--- src/rp_pkg.sv ---
// single adc_clk domain, full-word access only, region field fixed at addr[22:20]
package rp_pkg;

  //////////////////////////////
  // widths
  //////////////////////////////
  localparam int ADC_W    = 14;  // adc and dac sample
  localparam int BUS_W    = 32;  // bus data and address
  localparam int REGION_W = 3;   // region select, sits right above the offset
  localparam int OFFS_W   = 20;  // offset inside one region
  localparam int PWM_W    = 8;   // duty and counter
  localparam int PWM_CH   = 4;
  localparam int EXP_W    = 8;   // single-ended expansion port

  // region map, codes 1, 2, 5, 6, 7 have no slave
  typedef enum logic [REGION_W-1:0] {
    REG_HK     = 3'd0,
    REG_ROUTER = 3'd3,
    REG_PWM    = 3'd4
  } region_e;

  // housekeeping offsets
  localparam logic [OFFS_W-1:0] HK_ID      = 20'h00;
  localparam logic [OFFS_W-1:0] HK_DIGLOOP = 20'h0C;  // bit 0 only
  localparam logic [OFFS_W-1:0] HK_EXP_DIR = 20'h10;  // 1 = drive pin
  localparam logic [OFFS_W-1:0] HK_EXP_OUT = 20'h18;
  localparam logic [OFFS_W-1:0] HK_EXP_IN  = 20'h20;  // read only
  localparam logic [OFFS_W-1:0] HK_LED     = 20'h30;

  localparam logic [BUS_W-1:0] HK_ID_VAL = 32'h5250_0A01;  // board id word

  // router offsets
  localparam logic [OFFS_W-1:0] RT_SEL_A   = 20'h00;
  localparam logic [OFFS_W-1:0] RT_SEL_B   = 20'h04;
  localparam logic [OFFS_W-1:0] RT_CONST_A = 20'h08;
  localparam logic [OFFS_W-1:0] RT_CONST_B = 20'h0C;

  // pwm duty offsets
  localparam logic [OFFS_W-1:0] PWM_DUTY0 = 20'h00;
  localparam logic [OFFS_W-1:0] PWM_DUTY1 = 20'h04;
  localparam logic [OFFS_W-1:0] PWM_DUTY2 = 20'h08;
  localparam logic [OFFS_W-1:0] PWM_DUTY3 = 20'h0C;

  // router source per dac channel
  typedef enum logic [1:0] {
    SRC_ADC_A = 2'd0,
    SRC_ADC_B = 2'd1,
    SRC_CONST = 2'd2,
    SRC_ZERO  = 2'd3
  } rt_src_e;

  localparam rt_src_e RT_SEL_A_RST = SRC_ADC_A;  // straight through after reset
  localparam rt_src_e RT_SEL_B_RST = SRC_ADC_B;

  typedef logic signed [ADC_W-1:0] sample_t;      // two's complement
  typedef logic        [ADC_W-1:0] raw_sample_t;  // pin code, negative slope

endpackage

--- src/reg_bus_if.sv ---
// one region of the host bus; strobes last one cycle, slave answers exactly one cycle later
`timescale 1ns/1ps
`default_nettype none

interface reg_bus_if;
  import rp_pkg::*;

  //////////////////////////////
  // decoder side
  //////////////////////////////
  logic [OFFS_W-1:0] addr;   // in-region offset
  logic [BUS_W-1:0]  wdata;
  logic              wen;    // write strobe
  logic              ren;    // read strobe

  //////////////////////////////
  // slave side
  //////////////////////////////
  logic [BUS_W-1:0]  rdata;  // valid with ack only
  logic              ack;
  logic              err;    // unmapped offset

  modport host  (output addr, wdata, wen, ren, input  rdata, ack, err);
  modport slave (input  addr, wdata, wen, ren, output rdata, ack, err);

endinterface

`default_nettype wire

--- src/analog_io.sv ---
// pins use negative-slope offset code; adc capture has no reset, dac outputs clear on reset
`timescale 1ns/1ps
`default_nettype none

module analog_io (
  input  logic                adc_clk,
  input  logic                rst_n_i,
  input  rp_pkg::raw_sample_t adc_dat_a_i,
  input  rp_pkg::raw_sample_t adc_dat_b_i,
  input  logic                digital_loop_i,
  input  rp_pkg::sample_t     dac_a_i,
  input  rp_pkg::sample_t     dac_b_i,
  output rp_pkg::sample_t     adc_a_o,
  output rp_pkg::sample_t     adc_b_o,
  output rp_pkg::raw_sample_t dac_dat_a_o,
  output rp_pkg::raw_sample_t dac_dat_b_o
);
  import rp_pkg::*;

  raw_sample_t adc_a_q;  // pin capture, cycle 1
  raw_sample_t adc_b_q;

  // keep msb, invert the rest
  // same rule both ways so the two cancel
  function automatic raw_sample_t flip_code(input raw_sample_t code);
    return {code[ADC_W-1], ~code[ADC_W-2:0]};
  endfunction

  //////////////////////////////
  // adc side
  //////////////////////////////
  always_ff @(posedge adc_clk)
  begin
    adc_a_q <= adc_dat_a_i;
    adc_b_q <= adc_dat_b_i;
  end

  // loop on: router output replaces the adc samples
  assign adc_a_o = digital_loop_i ? dac_a_i : sample_t'(flip_code(adc_a_q));
  assign adc_b_o = digital_loop_i ? dac_b_i : sample_t'(flip_code(adc_b_q));

  //////////////////////////////
  // dac side
  //////////////////////////////
  always_ff @(posedge adc_clk or negedge rst_n_i)
  begin
    if (!rst_n_i)
    begin
      dac_dat_a_o <= '0;
      dac_dat_b_o <= '0;
    end
    else
    begin
      dac_dat_a_o <= flip_code(raw_sample_t'(dac_a_i));  // cycle 3 on the pin
      dac_dat_b_o <= flip_code(raw_sample_t'(dac_b_i));
    end
  end

endmodule

`default_nettype wire

--- src/house_keeping.sv ---
// expansion input is sampled once, not synchronised; id and exp-in ignore writes silently
`timescale 1ns/1ps
`default_nettype none

module house_keeping (
  input  logic                     adc_clk,
  input  logic                     rst_n_i,
  input  logic [rp_pkg::EXP_W-1:0] exp_dat_i,
  reg_bus_if.slave                 bus_i,
  output logic [rp_pkg::EXP_W-1:0] led_o,
  output logic [rp_pkg::EXP_W-1:0] exp_dat_o,
  output logic [rp_pkg::EXP_W-1:0] exp_dir_o,
  output logic                     digital_loop_o
);
  import rp_pkg::*;

  logic [EXP_W-1:0] exp_in_q;  // pin snapshot for readback
  logic [BUS_W-1:0] rd_val;
  logic             rd_hit;    // offset is mapped

  always_ff @(posedge adc_clk)
  begin
    exp_in_q <= exp_dat_i;
  end

  //////////////////////////////
  // register writes
  //////////////////////////////
  always_ff @(posedge adc_clk or negedge rst_n_i)
  begin
    if (!rst_n_i)
    begin
      led_o          <= '0;
      exp_dat_o      <= '0;
      exp_dir_o      <= '0;  // all pins input
      digital_loop_o <= 1'b0;
    end
    else if (bus_i.wen)
    begin
      case (bus_i.addr)
        HK_DIGLOOP: digital_loop_o <= bus_i.wdata[0];
        HK_EXP_DIR: exp_dir_o      <= bus_i.wdata[EXP_W-1:0];
        HK_EXP_OUT: exp_dat_o      <= bus_i.wdata[EXP_W-1:0];
        HK_LED:     led_o          <= bus_i.wdata[EXP_W-1:0];
        default:    ;  // id, exp-in and holes keep their value
      endcase
    end
  end

  // read mux and map check
  always_comb
  begin
    rd_hit = 1'b1;
    rd_val = '0;
    case (bus_i.addr)
      HK_ID:      rd_val = HK_ID_VAL;
      HK_DIGLOOP: rd_val = BUS_W'(digital_loop_o);
      HK_EXP_DIR: rd_val = BUS_W'(exp_dir_o);
      HK_EXP_OUT: rd_val = BUS_W'(exp_dat_o);
      HK_EXP_IN:  rd_val = BUS_W'(exp_in_q);
      HK_LED:     rd_val = BUS_W'(led_o);
      default:    rd_hit = 1'b0;
    endcase
  end

  // answer one cycle after the strobe
  always_ff @(posedge adc_clk or negedge rst_n_i)
  begin
    if (!rst_n_i)
    begin
      bus_i.ack   <= 1'b0;
      bus_i.err   <= 1'b0;
      bus_i.rdata <= '0;
    end
    else
    begin
      bus_i.ack   <= bus_i.wen | bus_i.ren;
      bus_i.err   <= (bus_i.wen | bus_i.ren) & ~rd_hit;
      bus_i.rdata <= (bus_i.ren & rd_hit) ? rd_val : '0;  // zero outside the ack cycle
    end
  end

endmodule

`default_nettype wire

--- src/output_router.sv ---
// select takes only wdata[1:0], constants take the low ADC_W bits and read back sign-extended
`timescale 1ns/1ps
`default_nettype none

module output_router (
  input  logic            adc_clk,
  input  logic            rst_n_i,
  input  rp_pkg::sample_t adc_a_i,
  input  rp_pkg::sample_t adc_b_i,
  reg_bus_if.slave        bus_i,
  output rp_pkg::sample_t dac_a_o,
  output rp_pkg::sample_t dac_b_o
);
  import rp_pkg::*;

  rt_src_e          sel_a;
  rt_src_e          sel_b;
  sample_t          const_a;
  sample_t          const_b;
  logic [BUS_W-1:0] rd_val;
  logic             rd_hit;

  // source pick for one channel
  function automatic sample_t pick(input rt_src_e sel, input sample_t a,
                                   input sample_t b, input sample_t cst);
    case (sel)
      SRC_ADC_A: return a;
      SRC_ADC_B: return b;
      SRC_CONST: return cst;
      default:   return '0;  // SRC_ZERO
    endcase
  endfunction

  //////////////////////////////
  // config registers
  //////////////////////////////
  always_ff @(posedge adc_clk or negedge rst_n_i)
  begin
    if (!rst_n_i)
    begin
      sel_a   <= RT_SEL_A_RST;
      sel_b   <= RT_SEL_B_RST;
      const_a <= '0;
      const_b <= '0;
    end
    else if (bus_i.wen)
    begin
      case (bus_i.addr)
        RT_SEL_A:   sel_a   <= rt_src_e'(bus_i.wdata[1:0]);
        RT_SEL_B:   sel_b   <= rt_src_e'(bus_i.wdata[1:0]);
        RT_CONST_A: const_a <= sample_t'(bus_i.wdata[ADC_W-1:0]);
        RT_CONST_B: const_b <= sample_t'(bus_i.wdata[ADC_W-1:0]);
        default:    ;
      endcase
    end
  end

  always_comb
  begin
    rd_hit = 1'b1;
    rd_val = '0;
    case (bus_i.addr)
      RT_SEL_A:   rd_val = BUS_W'(sel_a);
      RT_SEL_B:   rd_val = BUS_W'(sel_b);
      RT_CONST_A: rd_val = {{(BUS_W-ADC_W){const_a[ADC_W-1]}}, const_a};
      RT_CONST_B: rd_val = {{(BUS_W-ADC_W){const_b[ADC_W-1]}}, const_b};
      default:    rd_hit = 1'b0;
    endcase
  end

  // bus answer plus registered output mux, cycle 2 of the sample path
  always_ff @(posedge adc_clk or negedge rst_n_i)
  begin
    if (!rst_n_i)
    begin
      bus_i.ack   <= 1'b0;
      bus_i.err   <= 1'b0;
      bus_i.rdata <= '0;
      dac_a_o     <= '0;
      dac_b_o     <= '0;
    end
    else
    begin
      bus_i.ack   <= bus_i.wen | bus_i.ren;
      bus_i.err   <= (bus_i.wen | bus_i.ren) & ~rd_hit;
      bus_i.rdata <= (bus_i.ren & rd_hit) ? rd_val : '0;
      dac_a_o     <= pick(sel_a, adc_a_i, adc_b_i, const_a);
      dac_b_o     <= pick(sel_b, adc_a_i, adc_b_i, const_b);
    end
  end

endmodule

`default_nettype wire

--- src/pwm_dac.sv ---
// 256-cycle period shared by all channels; duty 255 leaves one low cycle per period
`timescale 1ns/1ps
`default_nettype none

module pwm_dac (
  input  logic                      adc_clk,
  input  logic                      rst_n_i,
  reg_bus_if.slave                  bus_i,
  output logic [rp_pkg::PWM_CH-1:0] dac_pwm_o
);
  import rp_pkg::*;

  logic [PWM_W-1:0]          duty [PWM_CH];
  logic [PWM_W-1:0]          cnt;     // free running 0..255
  logic [$clog2(PWM_CH)-1:0] idx;     // duty register addressed
  logic                      idx_hit;

  // offset to channel
  always_comb
  begin
    idx_hit = 1'b1;
    idx     = '0;
    case (bus_i.addr)
      PWM_DUTY0: idx = 2'd0;
      PWM_DUTY1: idx = 2'd1;
      PWM_DUTY2: idx = 2'd2;
      PWM_DUTY3: idx = 2'd3;
      default:   idx_hit = 1'b0;
    endcase
  end

  //////////////////////////////
  // duty regs, bus answer, pwm
  //////////////////////////////
  always_ff @(posedge adc_clk or negedge rst_n_i)
  begin
    if (!rst_n_i)
    begin
      for (int i = 0; i < PWM_CH; i++)
        duty[i] <= '0;
      cnt         <= '0;
      dac_pwm_o   <= '0;
      bus_i.ack   <= 1'b0;
      bus_i.err   <= 1'b0;
      bus_i.rdata <= '0;
    end
    else
    begin
      if (bus_i.wen & idx_hit)
        duty[idx] <= bus_i.wdata[PWM_W-1:0];  // used from the next compare on
      cnt <= cnt + 1'b1;                      // wraps at 255
      for (int i = 0; i < PWM_CH; i++)
        dac_pwm_o[i] <= (cnt < duty[i]);      // high for duty counts per period
      bus_i.ack   <= bus_i.wen | bus_i.ren;
      bus_i.err   <= (bus_i.wen | bus_i.ren) & ~idx_hit;
      bus_i.rdata <= (bus_i.ren & idx_hit) ? BUS_W'(duty[idx]) : '0;
    end
  end

endmodule

`default_nettype wire

--- src/rp_top.sv ---
// one clock for bus, samples and pwm; expansion tristate buffers live outside this core
`timescale 1ns/1ps
`default_nettype none

module rp_top (
  input  logic                      adc_clk,
  input  logic                      rst_n_i,
  // host bus
  input  logic [rp_pkg::BUS_W-1:0]  sys_addr_i,
  input  logic [rp_pkg::BUS_W-1:0]  sys_wdata_i,
  input  logic                      sys_wen_i,
  input  logic                      sys_ren_i,
  output logic [rp_pkg::BUS_W-1:0]  sys_rdata_o,
  output logic                      sys_ack_o,
  output logic                      sys_err_o,
  // fast analog
  input  rp_pkg::raw_sample_t       adc_dat_a_i,
  input  rp_pkg::raw_sample_t       adc_dat_b_i,
  output rp_pkg::raw_sample_t       dac_dat_a_o,
  output rp_pkg::raw_sample_t       dac_dat_b_o,
  // slow outputs and expansion
  output logic [rp_pkg::PWM_CH-1:0] dac_pwm_o,
  output logic [rp_pkg::EXP_W-1:0]  led_o,
  input  logic [rp_pkg::EXP_W-1:0]  exp_dat_i,
  output logic [rp_pkg::EXP_W-1:0]  exp_dat_o,
  output logic [rp_pkg::EXP_W-1:0]  exp_dir_o
);
  import rp_pkg::*;

  logic    digital_loop;  // hk -> analog
  sample_t adc_a;         // analog -> router
  sample_t adc_b;
  sample_t dac_a;         // router -> analog
  sample_t dac_b;

  //////////////////////////////
  // register bus
  //////////////////////////////
  reg_bus_if hk_bus  ();  // region 0
  reg_bus_if rt_bus  ();  // region 3
  reg_bus_if pwm_bus ();  // region 4

  sys_bus_decoder sys_bus_decoder_inst (
    .adc_clk     (adc_clk),
    .rst_n_i     (rst_n_i),
    .sys_addr_i  (sys_addr_i),
    .sys_wdata_i (sys_wdata_i),
    .sys_wen_i   (sys_wen_i),
    .sys_ren_i   (sys_ren_i),
    .sys_rdata_o (sys_rdata_o),
    .sys_ack_o   (sys_ack_o),
    .sys_err_o   (sys_err_o),
    .hk_o        (hk_bus.host),
    .rt_o        (rt_bus.host),
    .pwm_o       (pwm_bus.host)
  );

  house_keeping house_keeping_inst (
    .adc_clk        (adc_clk),
    .rst_n_i        (rst_n_i),
    .exp_dat_i      (exp_dat_i),
    .bus_i          (hk_bus.slave),
    .led_o          (led_o),
    .exp_dat_o      (exp_dat_o),
    .exp_dir_o      (exp_dir_o),
    .digital_loop_o (digital_loop)
  );

  //////////////////////////////
  // sample path
  //////////////////////////////
  analog_io analog_io_inst (
    .adc_clk        (adc_clk),
    .rst_n_i        (rst_n_i),
    .adc_dat_a_i    (adc_dat_a_i),
    .adc_dat_b_i    (adc_dat_b_i),
    .digital_loop_i (digital_loop),
    .dac_a_i        (dac_a),
    .dac_b_i        (dac_b),
    .adc_a_o        (adc_a),
    .adc_b_o        (adc_b),
    .dac_dat_a_o    (dac_dat_a_o),
    .dac_dat_b_o    (dac_dat_b_o)
  );

  output_router output_router_inst (
    .adc_clk (adc_clk),
    .rst_n_i (rst_n_i),
    .adc_a_i (adc_a),
    .adc_b_i (adc_b),
    .bus_i   (rt_bus.slave),
    .dac_a_o (dac_a),
    .dac_b_o (dac_b)
  );

  pwm_dac pwm_dac_inst (
    .adc_clk   (adc_clk),
    .rst_n_i   (rst_n_i),
    .bus_i     (pwm_bus.slave),
    .dac_pwm_o (dac_pwm_o)
  );

endmodule

`default_nettype wire

--- src/sys_bus_decoder.sv ---
// no back-pressure; two accesses may be in flight, responses return in strobe order
`timescale 1ns/1ps
`default_nettype none

module sys_bus_decoder (
  input  logic                     adc_clk,
  input  logic                     rst_n_i,
  input  logic [rp_pkg::BUS_W-1:0] sys_addr_i,
  input  logic [rp_pkg::BUS_W-1:0] sys_wdata_i,
  input  logic                     sys_wen_i,
  input  logic                     sys_ren_i,
  output logic [rp_pkg::BUS_W-1:0] sys_rdata_o,
  output logic                     sys_ack_o,
  output logic                     sys_err_o,
  reg_bus_if.host                  hk_o,
  reg_bus_if.host                  rt_o,
  reg_bus_if.host                  pwm_o
);
  import rp_pkg::*;

  region_e region;        // region of the current strobe
  region_e region_q;      // region whose answer is due now
  logic    strobe;
  logic    unused_hit;
  logic    unused_ack_q;  // local answer for empty regions

  assign region     = region_e'(sys_addr_i[OFFS_W +: REGION_W]);
  assign strobe     = sys_wen_i | sys_ren_i;
  assign unused_hit = !(region inside {REG_HK, REG_ROUTER, REG_PWM});

  //////////////////////////////
  // request fan-out
  //////////////////////////////
  assign hk_o.addr   = sys_addr_i[OFFS_W-1:0];
  assign hk_o.wdata  = sys_wdata_i;
  assign hk_o.wen    = sys_wen_i & (region == REG_HK);  // strobe only to addressed region
  assign hk_o.ren    = sys_ren_i & (region == REG_HK);
  assign rt_o.addr   = sys_addr_i[OFFS_W-1:0];
  assign rt_o.wdata  = sys_wdata_i;
  assign rt_o.wen    = sys_wen_i & (region == REG_ROUTER);
  assign rt_o.ren    = sys_ren_i & (region == REG_ROUTER);
  assign pwm_o.addr  = sys_addr_i[OFFS_W-1:0];
  assign pwm_o.wdata = sys_wdata_i;
  assign pwm_o.wen   = sys_wen_i & (region == REG_PWM);
  assign pwm_o.ren   = sys_ren_i & (region == REG_PWM);

  // remember who was asked, answer comes next cycle
  always_ff @(posedge adc_clk or negedge rst_n_i)
  begin
    if (!rst_n_i)
    begin
      region_q     <= REG_HK;
      unused_ack_q <= 1'b0;
    end
    else
    begin
      if (strobe)
        region_q <= region;
      unused_ack_q <= strobe & unused_hit;  // zero data, no err
    end
  end

  //////////////////////////////
  // response return
  //////////////////////////////
  always_comb
  begin
    case (region_q)
      REG_HK:     {sys_rdata_o, sys_ack_o, sys_err_o} = {hk_o.rdata, hk_o.ack, hk_o.err};
      REG_ROUTER: {sys_rdata_o, sys_ack_o, sys_err_o} = {rt_o.rdata, rt_o.ack, rt_o.err};
      REG_PWM:    {sys_rdata_o, sys_ack_o, sys_err_o} = {pwm_o.rdata, pwm_o.ack, pwm_o.err};
      default:    {sys_rdata_o, sys_ack_o, sys_err_o} = {{BUS_W{1'b0}}, unused_ack_q, 1'b0};
    endcase
  end

endmodule

`default_nettype wire
--- config.mk ---
export PLATFORM = sky130hd
export DESIGN_NAME = rp_top
export DESIGN_NICKNAME = d
export VERILOG_FILES = /design/src/rp_pkg.sv /design/src/reg_bus_if.sv /design/src/analog_io.sv /design/src/house_keeping.sv /design/src/output_router.sv /design/src/pwm_dac.sv /design/src/rp_top.sv /design/src/sys_bus_decoder.sv
export SDC_FILE = /design/constraint.sdc
export NUM_CORES = 1
export LEC_CHECK = 0
export BUFFER_PORTS_ARGS = -buffer_cell sky130_fd_sc_hd__buf_4
export CORE_ASPECT_RATIO = 1.25
export CORE_UTILIZATION = 40
export CTS_CLUSTER_DIAMETER = 30
export CTS_CLUSTER_SIZE = 16
export DETAILED_ROUTE_END_ITERATION = 6
export GPL_TIMING_DRIVEN = 0
export HOLD_SLACK_MARGIN = 0.02
export PLACE_DENSITY = 0.67
export SLEW_MARGIN = 20
export SYNTH_ARGS = -nofsm -noshare
export SYNTH_HDL_FRONTEND = slang
export SYNTH_SLANG_ARGS = --single-unit
--- constraint.sdc ---
create_clock -name adc_clk -period 2.8 [get_ports adc_clk]
set_clock_uncertainty 0.2 [all_clocks]
set_input_delay 0.14 -clock adc_clk [delete_from_list [all_inputs] [get_ports adc_clk]]
set_output_delay 0.14 -clock adc_clk [all_outputs]
set_load 0.01 [all_outputs]
==> results of run 1 <==
==> placed cells by master (no fill, tap or decap), types with 14 or more instances in the layout <==
master	instances
dfxtp_1	36
a21oi_1	14
nor2_1	26
mux2_2	96
o21ai_0	34
o21a_1	20
ha_1	29
dfrtp_1	197
dlygate4sd3_1	73
o22ai_1	15
buf_4	181
mux2i_1	50
mux2_4	16
clkbuf_1	29
clkbuf_16	49
inv_1	61
nand2_1	61
==> cells in the mapped netlist (all sizes together), types with 5 or more instances <==
| master | n |
|---|---|
| mux2 | 112 |
| ha | 29 |
| nor3 | 8 |
| nand2 | 61 |
| inv | 61 |
| a22oi | 5 |
| buf | 28 |
| o21ai | 34 |
| dfxtp | 36 |
| nor2b | 12 |
| a21boi | 5 |
| and2 | 6 |
| mux2i | 50 |
| o22ai | 15 |
| nor4 | 6 |
| nand3 | 10 |
| nor2 | 34 |
| mux4 | 10 |
| clkbuf | 21 |
| nand4 | 5 |
| a21oi | 14 |
| dfrtp | 197 |
| a31o | 5 |
| o21a | 20 |
==> state kept, by name, summed over array words and instances, names as in the netlist, 9 cells and up <==
name                            cells
output_router_inst.const_b         14
analog_io_inst.dac_dat_b_o         14
output_router_inst.dac_b_o         14
house_keeping_inst.bus_i.rdata      9
output_router_inst.dac_a_o         14
output_router_inst.bus_i.rdata     14
analog_io_inst.dac_dat_a_o         14
analog_io_inst.adc_a_q             14
pwm_dac_inst.duty                  32
analog_io_inst.adc_b_q             14
output_router_inst.const_a         14
==> cells by family after synthesis <==
family | after synthesis | share of synthesized area (%)
AO/OA/AOI/OAI | 107 | 6.66
flip-flops | 234 | 55.3
multiplexers | 172 | 19.9
adder cells (fa/ha/maj) | 29 | 3.53
XOR/XNOR | 6 | 0.512
buffers and inverters | 111 | 4.90
AND/OR/NAND/NOR | 155 | 9.15
==> area by class of cell <==
class / count / area share, %
Tap cell: 335 / 2.91
Multi-Input combinational cell: 469 / 28.5
Inverter: 62 / 1.61
Clock inverter: 25 / 2.49
Timing Repair Buffer: 240 / 14.2
Clock buffer: 61 / 9.02
Buffer: 49 / 1.89
Sequential cell: 234 / 39.4
==> metal layers <==
metal  vias up  global-route usage, %
met3        44                   3.54
met5         -                      0
met1      3615                   24.1
met4         0                   6.15
met2       203                   38.8
li1       3410                      -
==> worst reg2reg max path, delay by kind of cell (launching register included) <==
family / cells / cell delay, ps
AOI/OAI and AO/OA: 3 / 1100
adders and majority gates: 1 / 370
DFF: 1 / 490
and+or+nand+nor: 1 / 100
==> report_power, final <==
part | total [mW] | internal [mW] | switching (mW) | leakage, nW
registers | 3.48 | 3.46 | 0.0230 | 2.91
logic | 0.508 | 0.249 | 0.259 | 2.99
clock network | 5.78 | 4.00 | 1.78 | 0.783
total | 9.77 | 7.71 | 2.06 | 6.69
==> per-stage QoR <==
stage	hold slack, ps	cells
after floorplan	-356	814
after global placement	44.9	1313
after detailed placement	-89.8	1315
after CTS	28.8	1475
after global routing	56.5	1475
final	18.5	1475
==> timing repair <==
action	CTS	global route
pin swaps	0	0
resized for setup	2	4
setup endpoints to repair	10	31
hold buffers	74	0
hold endpoints to repair	340	0
==> how the worst max path moves through the flow <==
| stage | startpoint | end | depth (start not counted) |
|---|---|---|---|
| floorplan | sys_addr_i[17] | house_keeping_inst.exp_dat_o[0] | 5 |
| global placement | rst_n_i | house_keeping_inst.led_o[4] | 1 |
| detailed placement | sys_addr_i[17] | house_keeping_inst.bus_i.rdata[6] | 6 |
| CTS | sys_bus_decoder_inst.region_q[0] | sys_rdata_o[7] | 7 |
| global route | sys_addr_i[18] | house_keeping_inst.bus_i.rdata[6] | 7 |
| finish | sys_addr_i[1] | output_router_inst.const_a[13] | 8 |
==> flow_metrics.env, run 1 <==
export IMPL_status="finished, final reports clean"
export IMPL_top_layer_used="met4"
export IMPL_worst_pin_slew_ps=1150
export IMPL_final_hold_viol_count=0
export IMPL_rows=65
export IMPL_netlist_area_um2=10300
export IMPL_insertion_delay_ps=520
export IMPL_diodes=0
export IMPL_power_mw=9.77
export IMPL_cts_made_buffers=47
export IMPL_worst_slack_ps=112
export IMPL_wire_per_inst_um=18.2
export IMPL_die_area_um2=26300
export IMPL_drive_gt1_share_pct=37.2
export IMPL_final_setup_viol_count=0
export IMPL_met3_length_um=1160
export IMPL_report_final_slew_viol_count=0
export IMPL_yosys_cell_types_count=52
export IMPL_crit_type="in2reg"
export IMPL_hp_class="in2async"
export IMPL_vias_per_cell=4.93
export IMPL_first_pass_iters=5
export IMPL_wl_met2_um=14600
export IMPL_die_w_um=145
export IMPL_synth_seq_area_share_pct=55.3
export IMPL_synth_fp_nets=947
export IMPL_r2r_end="pwm_dac_inst.dac_pwm_o[1]"
export IMPL_path_cells="dlygate4sd3_1, buf_4, nor4_4, and4_2, nand4_4, nor2_4, mux2_2, dlygate4sd3_1"
export IMPL_p_leak_nw=6.69
export IMPL_grt_pass1_wl_um=42200
export IMPL_synthArstFlopShare_pct=84.6
export IMPL_grt_start_max_net_pins=77
export IMPL_synthTopCellsByArea="dfrtp_1, mux2_2, dfxtp_1"
export IMPL_fmax_ghz=0.372
export IMPL_htreeDepth=2
export IMPL_synth_flop_cell="dfrtp_1"
export IMPL_syn2layout_area_growth_pct=40.5
export IMPL_synth_top_area_share_pct=48.0
export IMPL_cap_violations=0
export IMPL_postCtsSetupBuffers=0
export IMPL_cp_end_kind="flop"
export IMPL_fin_setup_tns_ps=0
export IMPL_worstPathArrival_ps=2890
export IMPL_multi_input_area_um2=4110
export IMPL_first_global_vias=7754
export IMPL_synth_seq_cells=234
export IMPL_rr_worst_depth=5
export IMPL_critPathRequiredTime_ps=3000
export IMPL_finalNetCount=1236
export IMPL_dp_hpwl_um=18500
export IMPL_peakVddDrop_mv=0.433
export IMPL_ant_nets=0
export IMPL_cts_tree="yes"
export IMPL_cp_max_fo=5
export IMPL_coreArea_um2=25200
export IMPL_synth_edff_count=0
export IMPL_relSlewSlack_pct=22.9
export IMPL_crit_slowest_cell="dlygate4sd3_1"
export IMPL_clock_path_buffers=3
export IMPL_startpoint_type="input pin"
export IMPL_path_clk_slew_ps=50
export IMPL_path_common_cell="dlygate4sd3_1"
export IMPL_vias=7272
export IMPL_drt_iter0_markers=318
export IMPL_yosys_warnings=0
export IMPL_fill_cells=2072
export IMPL_initial_utilization_pct=40.7
export IMPL_postPlaceCellArea_um2=12000
export IMPL_wl_um=26900
export IMPL_min_period_ps=2690
export IMPL_track_usage_pct=20.7
export IMPL_grt_antenna_before_repair=0
export IMPL_post_route_period_util_pct=96.0
export IMPL_reg2reg_from="pwm_dac_inst.cnt[5]"
export IMPL_clock_sinks=234
export IMPL_die_h_um=181
export IMPL_fin_util_pct=57.2
export IMPL_synth_avg_cell_area_um2=12.6
export IMPL_r2r_setup_slack_ps=480
export IMPL_crit_family="buffers and inverters"
export IMPL_drcViolationCount=0
export IMPL_portBuffers=164
export IMPL_drt_met1_wl_um=10600
export IMPL_fin_area_um2=14400
export IMPL_gp_congestion=0.845
export IMPL_syn_inst=814
export IMPL_power_density_nw_per_um2=677
export IMPL_synth_area_leader_cell="dfrtp_1"
export IMPL_cp_slowest_stage_delay_ps=550
export IMPL_root_buffer="clkbuf_16"
export IMPL_final_seq_area_um2=5680
export IMPL_pre_cts_slack_ps=164
export IMPL_ios=194
export IMPL_crit_buf_inv=3
export IMPL_rsz0062_at_grt="false"
export IMPL_grt_overflow_total=0
Power figures use the tool's default switching activity.
==> run 2: changes to the inputs <==
--- a/config.mk
+++ b/config.mk
@@ -5,6 +5,7 @@
 export SDC_FILE = /design/constraint.sdc
 export NUM_CORES = 1
 export LEC_CHECK = 0
+export ABC_AREA = 1
 export BUFFER_PORTS_ARGS = -buffer_cell sky130_fd_sc_hd__buf_4
 export CORE_ASPECT_RATIO = 1.25
 export CORE_UTILIZATION = 40
==> flow_metrics.env, run 2 <==
export IMPL_status="finished, final reports clean"
export IMPL_grt_pass1_wl_um=47200
export IMPL_worst_pin_slew_ps=700
export IMPL_yosys_cell_types_count=37
export IMPL_synth_avg_cell_area_um2=8.78
export IMPL_track_usage_pct=22.8
export IMPL_final_hold_viol_count=0
export IMPL_relSlewSlack_pct=53.2
export IMPL_first_pass_iters=6
export IMPL_mostFrequentLayoutCells="nand2_1, dfrtp_1, buf_4, inv_1, o21ai_0"
export IMPL_synthTopCellsByCount="nand2_1, dfrtp_1, inv_1"
export IMPL_worstPathArrival_ps=2190
export IMPL_grt_antenna_before_repair=0
export IMPL_synth_top_area_share_pct=48.0
export IMPL_top_register="pwm_dac_inst.duty"
export IMPL_reg2reg_from="output_router_inst.sel_b[0]"
export IMPL_die_w_um=145
export IMPL_first_global_vias=9135
export IMPL_cap_violations=0
export IMPL_diodes=0
export IMPL_coreArea_um2=25200
export IMPL_initial_utilization_pct=40.7
export IMPL_cts_made_buffers=45
export IMPL_drt_iter0_markers=606
export IMPL_syn_inst=1169
export IMPL_portBuffers=166
export IMPL_path_clk_slew_ps=50
export IMPL_synth_fp_nets=1302
export IMPL_synthTopCellsByArea="dfrtp_1, nand2_1, dfxtp_1"
export IMPL_synth_area_leader_cell="dfrtp_1"
export IMPL_grt_start_max_net_pins=90
export IMPL_r2r_end="output_router_inst.dac_b_o[11]"
export IMPL_post_route_period_util_pct=90.3
export IMPL_clock_path_buffers=3
export IMPL_cp_end_kind="primary output"
export IMPL_ant_nets=0
export IMPL_synth_seq_cells=234
export IMPL_final_setup_viol_count=0
export IMPL_vias=8833
export IMPL_drcViolationCount=0
export IMPL_hp_class="in2async"
export IMPL_drive_gt1_share_pct=22.0
export IMPL_postCtsSetupBuffers=0
export IMPL_root_buffer="clkbuf_16"
export IMPL_rr_worst_depth=4
export IMPL_rsz0062_at_grt="false"
export IMPL_die_area_um2=26300
export IMPL_report_final_slew_viol_count=0
export IMPL_final_common_cell="nand2_1"
export IMPL_dp_hpwl_um=20900
export IMPL_finalNetCount=1580
export IMPL_vias_per_cell=4.87
export IMPL_yosys_warnings=0
export IMPL_fin_setup_tns_ps=0
export IMPL_synth_most_common_cell="nand2_1"
export IMPL_fmax_ghz=0.395
export IMPL_critPathRequiredTime_ps=2460
export IMPL_min_period_ps=2530
export IMPL_r2r_setup_slack_ps=820
export IMPL_largest_reg_flops=32
export IMPL_p_leak_nw=6.75
export IMPL_synth_seq_area_share_pct=55.3
export IMPL_gp_congestion=0.868
export IMPL_clock_sinks=234
export IMPL_cts_tree="yes"
export IMPL_power_mw=8.92
export IMPL_power_density_nw_per_um2=632
export IMPL_netlist_area_um2=10300
export IMPL_cp_max_fo=10
export IMPL_grt_overflow_total=0
export IMPL_crit_type="reg2out"
export IMPL_syn2layout_area_growth_pct=37.4
export IMPL_insertion_delay_ps=520
export IMPL_wire_per_inst_um=16.1
export IMPL_fill_cells=2252
export IMPL_startpoint_type="flop"
export IMPL_die_h_um=181
export IMPL_ios=194
export IMPL_wl_um=29200
export IMPL_peakVddDrop_mv=0.418
export IMPL_htreeDepth=2
export IMPL_synth_edff_count=0
export IMPL_synth_flop_cell="dfrtp_1"
export IMPL_synthArstFlopShare_pct=84.6
export IMPL_rows=65
[run 2: worst max-delay path: stages (launching register included)]
cell and delay (ps):
dfrtp_1 400, nor3_1 400, clkbuf_1 410, nand2_1 100, nand3_1 190, buf_4 160
[run 2: kinds of logic (layout without fill, tap and decap cells)]
kind of cell	after synthesis	in the layout	synth area share (%)
flops	234	234	55.3
simple gates	544	544	23.2
mux	1	1	0.0976
buf+inv	183	493	7.78
xor+xnor	6	6	0.512
fa+ha+maj	29	29	3.54
compound gates	172	172	9.56
[run 2: cell type report]
class                           instances  area (µm²)  share of cell area, %
Buffer                                 52         307                   2.17
Clock buffer                           56        1270                   9.01
Multi-Input combinational cell        752        3790                   26.9
Timing Repair Buffer                  231        1930                   13.7
Inverter                              131         492                   3.49
Clock inverter                         23         204                   1.45
Sequential cell                       234        5680                   40.3
Tap cell                              335         419                   2.97
[run 2: report_power, final]
group | total (mW) | switching, mW | internal, mW
clock | 5.15 | 1.76 | 3.39
combinational | 0.332 | 0.178 | 0.155
sequential | 3.43 | 0.0139 | 3.42
total | 8.92 | 1.95 | 6.96
[run 2: timing repair]
action | 4_1_cts | 5_1_grt
resized for setup | 1 | 2
hold endpoints to repair | 268 | 0
gates cloned | 0 | 0
setup endpoints to repair | 14 | 18
hold buffers | 63 | 0
[run 2: through the flow]
stage | hold WS, ps | setup WS, ps | utilization (%) | std cells | instance area [µm²]
global placement | 45.4 | 55.8 | 47.3 | 1670 | 11900
floorplan | -356 | 793 | - | 1169 | 10300
finish | 22.1 | 271 | 55.9 | 1814 | 14100
CTS | 40.9 | 61.6 | 55.9 | 1814 | 14100
global route | 50.4 | 48.3 | 55.9 | 1814 | 14100
detailed placement | -215 | 440 | 47.6 | 1672 | 12000
[run 2: metal layers]
metal | routed length (µm) | vias to the layer above | global-route usage, %
li1 | - | 4318 | -
met1 | 11600 | 4150 | 26.1
met2 | 15000 | 279 | 41.6
met3 | 1360 | 86 | 3.48
met4 | 1190 | 0 | 10.8
met5 | 0 | - | 0
[run 2: worst max-delay path by stage]
stage                     cells after the start  slack [ps]                        end                              from
final                                         5         270             sys_rdata_o[1]  sys_bus_decoder_inst.region_q[2]
after global routing                          5          50            sys_rdata_o[28]  sys_bus_decoder_inst.region_q[2]
after CTS                                     5          60            sys_rdata_o[28]  sys_bus_decoder_inst.region_q[2]
after detailed placement                      5         440            sys_rdata_o[29]  sys_bus_decoder_inst.region_q[2]
after global placement                        1          60  pwm_dac_inst.dac_pwm_o[0]                           rst_n_i
after floorplan                               4         790            sys_rdata_o[14]  sys_bus_decoder_inst.region_q[2]
==> run 3: changes to the inputs <==
--- a/config.mk
+++ b/config.mk
@@ -8,13 +8,14 @@
 export ABC_AREA = 1
 export BUFFER_PORTS_ARGS = -buffer_cell sky130_fd_sc_hd__buf_4
 export CORE_ASPECT_RATIO = 1.25
-export CORE_UTILIZATION = 40
+export CORE_UTILIZATION = 50
 export CTS_CLUSTER_DIAMETER = 30
 export CTS_CLUSTER_SIZE = 16
 export DETAILED_ROUTE_END_ITERATION = 6
 export GPL_TIMING_DRIVEN = 0
 export HOLD_SLACK_MARGIN = 0.02
-export PLACE_DENSITY = 0.67
+export MAX_ROUTING_LAYER = met4
+export PLACE_DENSITY = 0.79
 export SLEW_MARGIN = 20
 export SYNTH_ARGS = -nofsm -noshare
 export SYNTH_HDL_FRONTEND = slang
==> flow_metrics.env, run 3 (synthesized netlist as in run 2, its figures left out) <==
export IMPL_report_final_slew_viol_count=0
export IMPL_coreArea_um2=20100
export IMPL_first_global_vias=9244
export IMPL_gp_congestion=0.906
export IMPL_grt_pass1_wl_um=46700
export IMPL_power_switching_mw=1.98
export IMPL_p_seq_share_pct=38.0
export IMPL_clock_sinks=234
export IMPL_path_clk_slew_ps=50
export IMPL_cp_end_kind="flop"
export IMPL_grt_antenna_before_repair=1
export IMPL_die_w_um=130
export IMPL_post_route_period_util_pct=97.9
export IMPL_crit_type="in2reg"
export IMPL_largest_reg_flops=32
export IMPL_power_mw=9.02
export IMPL_final_setup_viol_count=0
export IMPL_status="finished, violations left"
export IMPL_htreeDepth=2
export IMPL_final_cell_count_no_fill=1757
export IMPL_p_int_mw=7.04
export IMPL_worst_pin_slew_ps=699
export IMPL_die_h_um=162
export IMPL_rsz0062_at_grt="false"
export IMPL_fin_util_pct=70.3
export IMPL_rows=58
export IMPL_violations="design-rule violations"
export IMPL_critPathRequiredTime_ps=3000
export IMPL_hp_class="in2async"
export IMPL_worstPathArrival_ps=2950
export IMPL_drcViolationCount=18
export IMPL_final_common_cell="nand2_1"
export IMPL_startpoint_type="input pin"
export IMPL_final_hold_viol_count=0
export IMPL_syn2layout_area_growth_pct=37.7
export IMPL_dp_hpwl_um=19700
export IMPL_grt_start_max_net_pins=74
export IMPL_drt_iter0_markers=712
export IMPL_insertion_delay_ps=530
export IMPL_cp_max_fo=10
export IMPL_vias_per_cell=5.19
export IMPL_min_period_ps=2740
export IMPL_power_density_nw_per_um2=638
export IMPL_hold_ws_ps=21.6
export IMPL_grt_overflow_total=0
export IMPL_ant_nets=0
export IMPL_die_area_um2=21100
export IMPL_portBuffers=166
export IMPL_drive_gt1_share_pct=21.9
export IMPL_cts_tree="yes"
export IMPL_relSlewSlack_pct=53.2
export IMPL_comb_power_share_pct=3.9
export IMPL_top_register="pwm_dac_inst.duty"
export IMPL_ios=194
export IMPL_initial_utilization_pct=51.0
export IMPL_peakVddDrop_mv=0.497
export IMPL_mostFrequentLayoutCells="nand2_1, dfrtp_1, buf_4, inv_1, o21ai_0"
export IMPL_cts_made_buffers=42
export IMPL_first_pass_iters=7
export IMPL_wl_um=29800
export IMPL_track_usage_pct=30.0
export IMPL_p_leak_nw=6.77
export IMPL_fmax_ghz=0.365
export IMPL_wire_per_inst_um=16.9
export IMPL_finalNetCount=1585
export IMPL_fin_setup_tns_ps=0
export IMPL_root_buffer="clkbuf_16"
export IMPL_place_inst=1607
export IMPL_p_clk_share_pct=58.1
export IMPL_switching_share_pct=22.0
export IMPL_cap_violations=0
export IMPL_vias=9118
export IMPL_clock_path_buffers=3
==> run 3: changes by cell type in the layout (fill, tap and decap cells not counted), sizes merged <==
cell         delta
inv             -1
buf             -1
clkbuf          -5
bufinv          +4
clkinvlp        +3
dlygate4sd3     +8
diode           +1
clkinv          -1
==> run 3: final timing paths <==
check	start	end	slack [ps]	cells after the start
setup / recovery	sys_addr_i[16]	output_router_inst.bus_i.rdata[11]	60	12
hold / removal	rst_n_i	output_router_inst.dac_a_o[1]	20	3
setup reg to reg	output_router_inst.sel_b[0]	output_router_inst.dac_b_o[9]	720	4
hold reg to reg	output_router_inst.dac_a_o[13]	analog_io_inst.dac_dat_a_o[13]	180	0
max in group asynchronous	rst_n_i	output_router_inst.sel_b[0]	2030	3
min in group adc_clk	sys_addr_i[3]	house_keeping_inst.exp_dat_o[7]	50	6
==> run 3: routing by layer <==
layer  up-vias  wire [µm]  track usage, %
met2       386      15800            53.4
met4         0       1260            14.7
met3        89       1730            5.04
met1      4316      11000            31.9
met5         -          0               -
li1       4327          -               -
==> run 3: worst max-delay path, stage by stage <==
cell	delay, ps
dlygate4sd3_1	540
buf_4	140
nor2_1	90
dlygate4sd3_1	580
nand3_2	130
nor2_4	230
nand3_4	130
buf_6	170
nand3_4	110
nand3_2	160
buf_4	260
a21oi_2	250
==> run 3: stage by stage <==
stage,setup slack [ps],instance area (µm²)
after floorplan,793,10300
after global placement,119,11800
after detailed placement,433,11900
after CTS,45.4,14100
after global routing,5.36,14100
final,58.3,14100
==> run 3: cell type report <==
type	count	area, µm²
plain buffers	52	309
flip-flops and latches	234	5680
inverters	131	492
fillers	1468	5970
well taps	270	338
clock inverters	28	360
clock buffers	50	1120
multi-input cells	752	3790
repair buffers	239	2040
diodes	1	2.50
==> run 3: power by group through the flow <==
stage | registers [mW] | clock network [mW] | logic, mW
6_report | 3.43 | 5.24 | 0.351
5_1_grt | 3.43 | 5.43 | 0.383
4_1_cts | 3.43 | 5.27 | 0.346
3_5_place_dp | 3.49 | 0 | 0.259
3_3_place_gp | 3.49 | 0 | 0.245
2_1_floorplan | 3.48 | 0 | 0.0621
==> run 3: timing repair <==
item	CTS	global route
setup buffers	0	0
gates resized for setup	1	5
hold buffers	71	0
setup endpoints to repair	14	27
endpoints found under the hold margin	357	0
